File: src/pipe_pkg.sv
`default_nettype none

package pipe_pkg;

	// --------------------
	// Host pipe sizing
	// --------------------
	localparam int FIFO_DEPTH      = 64; // Words per pipe FIFO
	localparam int BLOCK_SIZE      = 16; // Words per host block transfer
	localparam int BUFFER_HEADROOM = 4;  // Covers the lag of the ready flag
	localparam int OUT_RESERVE     = 2;  // Output slots kept for results in flight

	// One host pipe word
	typedef logic [31:0] pipe_word_t;

	// Occupancy from 0 up to FIFO_DEPTH inclusive
	typedef logic [$clog2(FIFO_DEPTH + 1) - 1:0] pipe_count_t;

	// Host write strobe with its word
	typedef struct packed {
		logic       write;
		pipe_word_t data;
	} pipe_in_t;

endpackage

`default_nettype wire

File: src/pool_pkg.sv
`default_nettype none

package pool_pkg;

	// --------------------
	// Window sizes
	// --------------------
	localparam int MAX_WINDOW = 9;   // 3x3 max pool
	localparam int AVE_WINDOW = 169; // 13x13 average pool

	// Unsigned feature-map element
	typedef logic [15:0] elem_t;

	// Command opcodes, other encodings are treated as unknown
	typedef enum logic [3:0] {
		OP_MAXPOOL = 4'd1,
		OP_AVEPOOL = 4'd2
	} pool_op_e;

	// Command word as it arrives on the input pipe
	typedef struct packed {
		pool_op_e    opcode;   // 31:28
		logic [11:0] reserved; // 27:16
		logic [15:0] windows;  // 15:0, number of windows that follow
	} pool_cmd_t;

	// One element handed to a pooling core
	typedef struct packed {
		logic  valid;
		logic  last;  // Final element of a window
		elem_t value;
	} elem_beat_t;

endpackage

`default_nettype wire

File: src/pipe_fifo.sv
`default_nettype none

module pipe_fifo #(
	parameter int DEPTH = pipe_pkg::FIFO_DEPTH
) (
	input  logic                  okClk,
	input  logic                  arst_n,
	input  logic                  push,
	input  pipe_pkg::pipe_word_t  wdata,
	input  logic                  pop,
	output pipe_pkg::pipe_word_t  rdata,
	output logic                  empty,
	output pipe_pkg::pipe_count_t count
);

	localparam int AW = $clog2(DEPTH);

	pipe_pkg::pipe_word_t mem [DEPTH];
	logic [AW-1:0]        wr_ptr;
	logic [AW-1:0]        rd_ptr;

	// Show-ahead head word
	assign rdata = mem[rd_ptr];
	assign empty = (count == '0);

	always_ff @(posedge okClk) begin
		if (push) begin
			mem[wr_ptr] <= wdata;
		end
	end

	// Pointers and occupancy
	always_ff @(posedge okClk or negedge arst_n) begin
		if (!arst_n) begin
			wr_ptr <= '0;
			rd_ptr <= '0;
			count  <= '0;
		end else begin
			if (push) begin
				wr_ptr <= (wr_ptr == AW'(DEPTH - 1)) ? '0 : wr_ptr + 1'b1;
			end
			if (pop) begin
				rd_ptr <= (rd_ptr == AW'(DEPTH - 1)) ? '0 : rd_ptr + 1'b1;
			end
			case ({push, pop})
				2'b10:   count <= count + 1'b1;
				2'b01:   count <= count - 1'b1;
				default: count <= count; // Idle or push with pop
			endcase
		end
	end

	// Handshake misuse by either side
	a_no_overflow : assert property (@(posedge okClk) disable iff (!arst_n)
		push |-> (count != pipe_pkg::pipe_count_t'(DEPTH)));

	a_no_underflow : assert property (@(posedge okClk) disable iff (!arst_n)
		pop |-> !empty);

endmodule

`default_nettype wire

File: src/host_pipe_bridge.sv
`default_nettype none

module host_pipe_bridge (
	input  logic                  okClk,
	input  logic                  arst_n,
	// Host side
	input  pipe_pkg::pipe_in_t    pipe_in,
	output logic                  pipe_in_ready,
	input  logic                  pipe_out_read,
	output pipe_pkg::pipe_word_t  pipe_out_data,
	output logic                  pipe_out_empty,
	output pipe_pkg::pipe_count_t pipe_out_count,
	output logic                  pipe_out_ready,
	// Controller side
	output pipe_pkg::pipe_word_t  in_word,
	output logic                  in_empty,
	input  logic                  in_pop,
	input  logic                  res_push,
	input  pipe_pkg::pipe_word_t  res_word,
	output logic                  out_room
);

	pipe_pkg::pipe_count_t in_count;

	// --------------------
	// Pipe FIFOs
	// --------------------
	pipe_fifo #(.DEPTH(pipe_pkg::FIFO_DEPTH)) u_in_fifo (
		.okClk (okClk),
		.arst_n(arst_n),
		.push  (pipe_in.write),
		.wdata (pipe_in.data),
		.pop   (in_pop),
		.rdata (in_word),
		.empty (in_empty),
		.count (in_count)
	);

	pipe_fifo #(.DEPTH(pipe_pkg::FIFO_DEPTH)) u_out_fifo (
		.okClk (okClk),
		.arst_n(arst_n),
		.push  (res_push),
		.wdata (res_word),
		.pop   (pipe_out_read),
		.rdata (pipe_out_data),
		.empty (pipe_out_empty),
		.count (pipe_out_count)
	);

	// Keeps space for results already on their way
	assign out_room = (pipe_out_count <=
		pipe_pkg::pipe_count_t'(pipe_pkg::FIFO_DEPTH - pipe_pkg::OUT_RESERVE));

	// --------------------
	// Block throttle
	// --------------------
	always_ff @(posedge okClk or negedge arst_n) begin
		if (!arst_n) begin
			pipe_in_ready  <= 1'b0;
			pipe_out_ready <= 1'b0;
		end else begin
			// A whole block must fit, plus headroom for the flag lag
			pipe_in_ready  <= (in_count <= pipe_pkg::pipe_count_t'(pipe_pkg::FIFO_DEPTH -
				pipe_pkg::BUFFER_HEADROOM - pipe_pkg::BLOCK_SIZE));
			pipe_out_ready <= (pipe_out_count >= pipe_pkg::pipe_count_t'(pipe_pkg::BLOCK_SIZE));
		end
	end

endmodule

`default_nettype wire

File: src/layer_ctrl.sv
`default_nettype none

module layer_ctrl (
	input  logic                 okClk,
	input  logic                 arst_n,
	// Input pipe head
	input  pipe_pkg::pipe_word_t in_word,
	input  logic                 in_empty,
	output logic                 in_pop,
	input  logic                 out_room,
	// Core element streams
	output pool_pkg::elem_beat_t max_beat,
	output pool_pkg::elem_beat_t ave_beat,
	// Core results
	input  logic                 max_res_valid,
	input  pool_pkg::elem_t      max_res,
	input  logic                 ave_res_valid,
	input  pool_pkg::elem_t      ave_res,
	// Output pipe write
	output logic                 res_push,
	output pipe_pkg::pipe_word_t res_word
);

	typedef enum logic {
		IDLE,
		STREAM
	} state_e;

	state_e              state;
	pool_pkg::pool_cmd_t cmd;
	pool_pkg::pool_op_e  cur_op;     // Opcode of the running command
	logic [15:0]         win_total;
	logic [15:0]         win_cnt;
	logic [7:0]          elem_cnt;
	logic [7:0]          elem_last_idx;
	logic                cmd_ok;
	logic                fwd;
	logic                last_elem;
	pool_pkg::elem_t     res_sel;

	assign cmd = pool_pkg::pool_cmd_t'(in_word);

	// Known opcode with at least one window
	assign cmd_ok = ((cmd.opcode == pool_pkg::OP_MAXPOOL) ||
		(cmd.opcode == pool_pkg::OP_AVEPOOL)) && (cmd.windows != 16'd0);

	assign elem_last_idx = (cur_op == pool_pkg::OP_AVEPOOL) ?
		8'(pool_pkg::AVE_WINDOW - 1) : 8'(pool_pkg::MAX_WINDOW - 1);

	// One element per cycle, stalled by an empty pipe or a full output
	assign fwd       = (state == STREAM) && !in_empty && out_room;
	assign last_elem = (elem_cnt == elem_last_idx);

	// Commands are consumed even when they turn out to be no-ops
	assign in_pop = (state == IDLE) ? !in_empty : fwd;

	// --------------------
	// Element routing
	// --------------------
	always_comb begin
		max_beat.valid = fwd && (cur_op == pool_pkg::OP_MAXPOOL);
		max_beat.last  = last_elem;
		max_beat.value = in_word[15:0];
		ave_beat.valid = fwd && (cur_op == pool_pkg::OP_AVEPOOL);
		ave_beat.last  = last_elem;
		ave_beat.value = in_word[15:0];
	end

	// --------------------
	// Command FSM
	// --------------------
	always_ff @(posedge okClk or negedge arst_n) begin
		if (!arst_n) begin
			state     <= IDLE;
			cur_op    <= pool_pkg::OP_MAXPOOL;
			win_total <= '0;
			win_cnt   <= '0;
			elem_cnt  <= '0;
		end else begin
			case (state)
				IDLE: begin
					if (!in_empty && cmd_ok) begin
						state     <= STREAM;
						cur_op    <= cmd.opcode;
						win_total <= cmd.windows;
						win_cnt   <= '0;
						elem_cnt  <= '0;
					end
				end
				STREAM: begin
					if (fwd) begin
						if (last_elem) begin
							elem_cnt <= '0;
							if (win_cnt == win_total - 16'd1) begin
								state <= IDLE; // Last window of the command
							end else begin
								win_cnt <= win_cnt + 16'd1;
							end
						end else begin
							elem_cnt <= elem_cnt + 8'd1;
						end
					end
				end
				default: state <= IDLE;
			endcase
		end
	end

	// Result merge, one core active per command
	assign res_sel  = max_res_valid ? max_res : ave_res;
	assign res_push = max_res_valid | ave_res_valid;
	assign res_word = pipe_pkg::pipe_word_t'({16'h0000, res_sel});

	a_beat_in_stream : assert property (@(posedge okClk) disable iff (!arst_n)
		(max_beat.valid || ave_beat.valid) |-> (state == STREAM));

	// Both cores pulsing together would drop a result
	a_res_no_collide : assert property (@(posedge okClk) disable iff (!arst_n)
		!(max_res_valid && ave_res_valid));

endmodule

`default_nettype wire

File: src/max_pool_3x3.sv
`default_nettype none

module max_pool_3x3 (
	input  logic                 okClk,
	input  logic                 arst_n,
	input  pool_pkg::elem_beat_t beat,
	output logic                 res_valid,
	output pool_pkg::elem_t      res
);

	logic [3:0]      beat_cnt; // Position inside the window
	pool_pkg::elem_t run_max;
	pool_pkg::elem_t max_next;

	// First element of a window restarts the maximum
	assign max_next = ((beat_cnt == 4'd0) || (beat.value > run_max)) ? beat.value : run_max;

	always_ff @(posedge okClk) begin
		if (beat.valid) begin
			run_max <= max_next;
		end
		if (beat.valid && beat.last) begin
			res <= max_next;
		end
	end

	always_ff @(posedge okClk or negedge arst_n) begin
		if (!arst_n) begin
			beat_cnt  <= '0;
			res_valid <= 1'b0;
		end else begin
			res_valid <= beat.valid && beat.last; // One-cycle pulse
			if (beat.valid) begin
				beat_cnt <= beat.last ? 4'd0 : beat_cnt + 4'd1;
			end
		end
	end

	// Controller framing matches the 3x3 window
	a_last_every_window : assert property (@(posedge okClk) disable iff (!arst_n)
		beat.valid |-> (beat.last == (beat_cnt == 4'(pool_pkg::MAX_WINDOW - 1))));

endmodule

`default_nettype wire

File: src/ave_pool_13x13.sv
`default_nettype none

module ave_pool_13x13 (
	input  logic                 okClk,
	input  logic                 arst_n,
	input  pool_pkg::elem_beat_t beat,
	output logic                 res_valid,
	output pool_pkg::elem_t      res
);

	// 169 * 0xFFFF still fits in 24 bits
	logic [23:0] sum;
	logic [23:0] sum_next;

	assign sum_next = sum + 24'(beat.value);

	// --------------------
	// Accumulator
	// --------------------
	always_ff @(posedge okClk or negedge arst_n) begin
		if (!arst_n) begin
			sum       <= '0;
			res_valid <= 1'b0;
		end else begin
			res_valid <= beat.valid && beat.last;
			if (beat.valid) begin
				sum <= beat.last ? 24'd0 : sum_next; // Restart for the next window
			end
		end
	end

	// Floor of the window mean, constant divisor
	always_ff @(posedge okClk) begin
		if (beat.valid && beat.last) begin
			res <= pool_pkg::elem_t'(sum_next / 24'(pool_pkg::AVE_WINDOW));
		end
	end

endmodule

`default_nettype wire

File: src/pool_accel_top.sv
`default_nettype none

module pool_accel_top (
	input  logic                  okClk,
	input  logic                  arst_n,
	input  pipe_pkg::pipe_in_t    pipe_in,
	output logic                  pipe_in_ready,
	input  logic                  pipe_out_read,
	output pipe_pkg::pipe_word_t  pipe_out_data,
	output logic                  pipe_out_empty,
	output pipe_pkg::pipe_count_t pipe_out_count,
	output logic                  pipe_out_ready
);

	pipe_pkg::pipe_word_t in_word;
	logic                 in_empty;
	logic                 in_pop;
	logic                 out_room;
	logic                 res_push;
	pipe_pkg::pipe_word_t res_word;
	pool_pkg::elem_beat_t max_beat;
	pool_pkg::elem_beat_t ave_beat;
	logic                 max_res_valid;
	pool_pkg::elem_t      max_res;
	logic                 ave_res_valid;
	pool_pkg::elem_t      ave_res;

	// --------------------
	// Host pipes
	// --------------------
	host_pipe_bridge u_bridge (
		.okClk         (okClk),
		.arst_n        (arst_n),
		.pipe_in       (pipe_in),
		.pipe_in_ready (pipe_in_ready),
		.pipe_out_read (pipe_out_read),
		.pipe_out_data (pipe_out_data),
		.pipe_out_empty(pipe_out_empty),
		.pipe_out_count(pipe_out_count),
		.pipe_out_ready(pipe_out_ready),
		.in_word       (in_word),
		.in_empty      (in_empty),
		.in_pop        (in_pop),
		.res_push      (res_push),
		.res_word      (res_word),
		.out_room      (out_room)
	);

	layer_ctrl u_ctrl (
		.okClk        (okClk),
		.arst_n       (arst_n),
		.in_word      (in_word),
		.in_empty     (in_empty),
		.in_pop       (in_pop),
		.out_room     (out_room),
		.max_beat     (max_beat),
		.ave_beat     (ave_beat),
		.max_res_valid(max_res_valid),
		.max_res      (max_res),
		.ave_res_valid(ave_res_valid),
		.ave_res      (ave_res),
		.res_push     (res_push),
		.res_word     (res_word)
	);

	// --------------------
	// Pooling cores
	// --------------------
	max_pool_3x3 u_max_pool (
		.okClk    (okClk),
		.arst_n   (arst_n),
		.beat     (max_beat),
		.res_valid(max_res_valid),
		.res      (max_res)
	);

	ave_pool_13x13 u_ave_pool (
		.okClk    (okClk),
		.arst_n   (arst_n),
		.beat     (ave_beat),
		.res_valid(ave_res_valid),
		.res      (ave_res)
	);

endmodule

`default_nettype wire

File: config.mk
export PLATFORM = sky130hd
export DESIGN_NAME = pool_accel_top
export DESIGN_NICKNAME = d
export VERILOG_FILES = /design/src/pipe_pkg.sv /design/src/pool_pkg.sv /design/src/pipe_fifo.sv /design/src/host_pipe_bridge.sv /design/src/layer_ctrl.sv /design/src/max_pool_3x3.sv /design/src/ave_pool_13x13.sv /design/src/pool_accel_top.sv
export SDC_FILE = /design/constraint.sdc
export NUM_CORES = 2
export LEC_CHECK = 0
export ABC_AREA = 1
export BUFFER_PORTS_ARGS = -buffer_cell sky130_fd_sc_hd__buf_2
export CAP_MARGIN = 30
export CELL_PAD_IN_SITES_DETAIL_PLACEMENT = 0
export CELL_PAD_IN_SITES_GLOBAL_PLACEMENT = 1
export CORE_MARGIN = 5
export CORE_UTILIZATION = 56
export CTS_CLUSTER_SIZE = 16
export DETAILED_ROUTE_END_ITERATION = 10
export PLACE_DENSITY = 0.83
export REMOVE_ABC_BUFFERS = 1
export SYNTH_ARGS = -nofsm -noshare
export SYNTH_HDL_FRONTEND = slang
export SYNTH_SLANG_ARGS = --single-unit
File: constraint.sdc
create_clock -name okClk -period 43.8 [get_ports okClk]
set_clock_uncertainty 0.2 [all_clocks]
set_input_delay 8.76 -clock okClk [delete_from_list [all_inputs] [get_ports okClk]]
set_output_delay 8.76 -clock okClk [all_outputs]
set_load 0.01 [all_outputs]
==> qor.csv <==
metric,value,unit
Hold Path Sink,u_ctrl.cur_op[2]$_DFFE_PN0P_,
layout cells sized above 1,11.5,%
Crit path largest cell delay,0.76,ns
Worst Path Required,44.20,ns
Crit Path Class,reg -> reg,
row count,158,
post-DP HPWL,151000,µm
RSZ-0062 raised after global routing,false,
DIE AREA,0.194,mm²
via count,69000,
Sinks on Clock Net,2467,
final WL,272000,µm
R2R Path Start,u_bridge.u_in_fifo.rd_ptr[0]$_DFFE_PN0N_,
post-synthesis sequential area ratio,70.7,%
filler cell count,14000,
gr usage total,27.5,%
nets,8558,
post-route setup TNS,0,ns
"Slew Viols, Final",0,
synth cell count leaders,"2,352 x edfxtp_1, 1,453 x nor2_1, 1,272 x o21ai_0",
Min-Delay Path Class,reg -> reg,
max cap viols,0,
Critical Path Most Common Cell,nand2_2,
CTS HTree Levels,4,
async set-or-reset flop fraction in the synthesized netlist,4.66,%
worst hold start,u_ctrl.cur_op[2]$_DFFE_PN0P_,
Post-synth EDFFs,2352,
Final Hold Fails,0,
YS warnings,0,
crit path launch type,register,
clk buf depth,3,
DRT antenna net count,0,
grt total ovfl,0,
hold_buf cts,0,
Syn Std Cell Area,0.104,mm²
Placer Congestion,0.888,
"flops & latches, synth",2467,
CTS tree,built,
Slew @ Worst Pin,1.27,ns
DR vias/cell,6.20,
reg-to-reg endpoint,u_ave_pool.res[0]$_DFFE_PP_,
Tcrit/Tclk final,43.9,%
FF-to-FF path depth,117,
PortBufs,49,
vias in the first global route,66300,
fin crit period,19.22,ns
Critical Path End Type,register,
outcome,"complete, no violations",
CP max FO,207,
clk slew on worst S/H paths,0.06,ns
Slew HR,15.0,%
DIE HEIGHT,441,µm
top-level I/O count,78,
post-synth top area share,68.0,%
first-pass GRT wire length,405000,µm
Gate Count Post-Synth,8452,
Synth cell types,72,
clk_lat worst skew,0.90,ns
dominant cells by area after synthesis,"edfxtp_1 68%, o21ai_0 6.1%, nor2_1 5.2%, dfrtp_1 2.7%, o221ai_1 2.7%",
ys flop type,edfxtp_1,
Multi-input gate area,0.0273,mm²
TritonRoute pass-1 iters,6,
syn_area_per_cell,12.3,µm²
largest net degree at the start of global routing,208,
die width,441,µm
number of CTS-inserted buffers,234,
Hold Path Stages,2,
Starting DRT DRC Count,8158,
area grow syn2layout,10.6,%
CP Data Arrival Time,19.62,ns
post-CTS sizing,0,
"reg-to-reg slack, setup",24.58,ns
leading area contributor after synthesis,edfxtp_1,
Initial Util,56.2,%
FF/Latch Area,0.0735,mm²
Root Driver,clkbuf_16,
Post-CTS Setup Inserts,0,
CORE AREA,0.185,mm²
fmax,52.0,MHz
most common cell in the netlist,edfxtp_1,
initial antenna violation count,4,
Post-route DRC,0,
final setup violating endpoints,0,
Avg WL per Cell,24.4,µm
critical path's slowest cell,buf_4,
## layout by cell type (no fill, tap or decap), types with 51 or more instances in the layout
| cell | n |
|---|---|
| nand4_1 | 71 |
| a21oi_1 | 125 |
| edfxtp_1 | 2352 |
| buf_4 | 220 |
| inv_1 | 271 |
| o22ai_1 | 275 |
| xor2_1 | 67 |
| nor2_1 | 1390 |
| nand3_1 | 330 |
| clkbuf_16 | 235 |
| clkinv_1 | 51 |
| o211ai_1 | 70 |
| nor2_2 | 81 |
| nand2_2 | 109 |
| ha_1 | 56 |
| dfrtp_1 | 107 |
| o221ai_1 | 319 |
| clkbuf_1 | 68 |
| o21ai_0 | 1272 |
| nand2_1 | 630 |
## state kept, by name, summed over array words and instances, names as in the netlist, 7 cells and up
name	flops
u_ctrl.elem_cnt	8
u_max_pool.run_max	16
u_bridge.u_out_fifo.mem	1024
u_ave_pool.res	16
u_ctrl.win_total	16
u_bridge.u_out_fifo.count	7
u_bridge.u_in_fifo.mem	1280
u_max_pool.res	16
u_ctrl.win_cnt	16
u_bridge.u_in_fifo.count	7
u_ave_pool.sum	24
## logic make-up (layout without fill, tap and decap cells)
family	after synthesis	in the layout	share of synthesized area, %
mux	16	16	0.173
simple gates	2772	2772	11.7
other cells	1	19	0.00361
buf+inv	856	1040	3.27
flops	2467	2467	70.7
fa+ha+maj	59	59	0.732
compound gates	2181	2181	12.5
xor+xnor	100	100	0.919
## per-stage QoR
stage / hold slack, ns / setup slack [ns] / utilization, % / instance area, µm² / std cells
5_1_grt: 0.330 / 22.74 / 62.1 / 115000 / 11100
4_1_cts: 0.296 / 24.59 / 62.1 / 115000 / 11100
3_3_place_gp: 0.284 / 25.00 / 57.9 / 107000 / 10700
2_1_floorplan: 0.244 / 0.843 / - / 102000 / 7942
6_report: 0.295 / 24.58 / 62.1 / 115000 / 11100
3_5_place_dp: 0.287 / 24.70 / 58.1 / 107000 / 10700
## worst max path at each step
stage                                  endpoint  depth (start not counted)                                startpoint  slack [ns]
finish              u_ave_pool.res[0]$_DFFE_PP_                        117  u_bridge.u_in_fifo.rd_ptr[0]$_DFFE_PN0N_       24.58
global route        u_ave_pool.res[0]$_DFFE_PP_                        121  u_bridge.u_in_fifo.rd_ptr[0]$_DFFE_PN0N_       22.74
CTS                 u_ave_pool.res[0]$_DFFE_PP_                        114  u_bridge.u_in_fifo.rd_ptr[0]$_DFFE_PN0N_       24.59
detailed placement  u_ave_pool.res[0]$_DFFE_PP_                        116  u_bridge.u_in_fifo.rd_ptr[0]$_DFFE_PN0N_       24.70
global placement    u_ave_pool.res[0]$_DFFE_PP_                        117  u_bridge.u_in_fifo.rd_ptr[0]$_DFFE_PN0N_       25.00
floorplan           u_ave_pool.res[0]$_DFFE_PP_                        115  u_bridge.u_in_fifo.rd_ptr[0]$_DFFE_PN0N_        0.84
## area by class of cell
type,instances,share of cell area [%]
flip-flops and latches,2467,64.0
multi-input cells,5144,23.8
clock buffers,307,5.39
well taps,2480,2.70
repair buffers,285,1.91
clock inverters,117,1.14
inverters,331,1.13
diodes,3,0.00653
## metal layers
metal  global-route usage, %  up-vias  part of all wire, %
met3                    4.77      516                  8.5
li1                        -    31200                    -
met2                    45.0     3118                   48
met5                       0        -                    0
met1                    37.1    34200                   40
met4                    10.8        0                  4.0
## worst max-delay path: cells and delay by family, from the launching register on
family | cells | cell delay (ns)
AND/OR/NAND/NOR | 92 | 10.96
buffers and inverters | 13 | 3.37
AO/OA/AOI/OAI | 10 | 3.10
flip-flops | 1 | 0.46
adder cells (fa/ha/maj) | 2 | 0.55
Power is not shown: default switching activity piles up to over one toggle a cycle in this logic, so the estimate is an artifact.
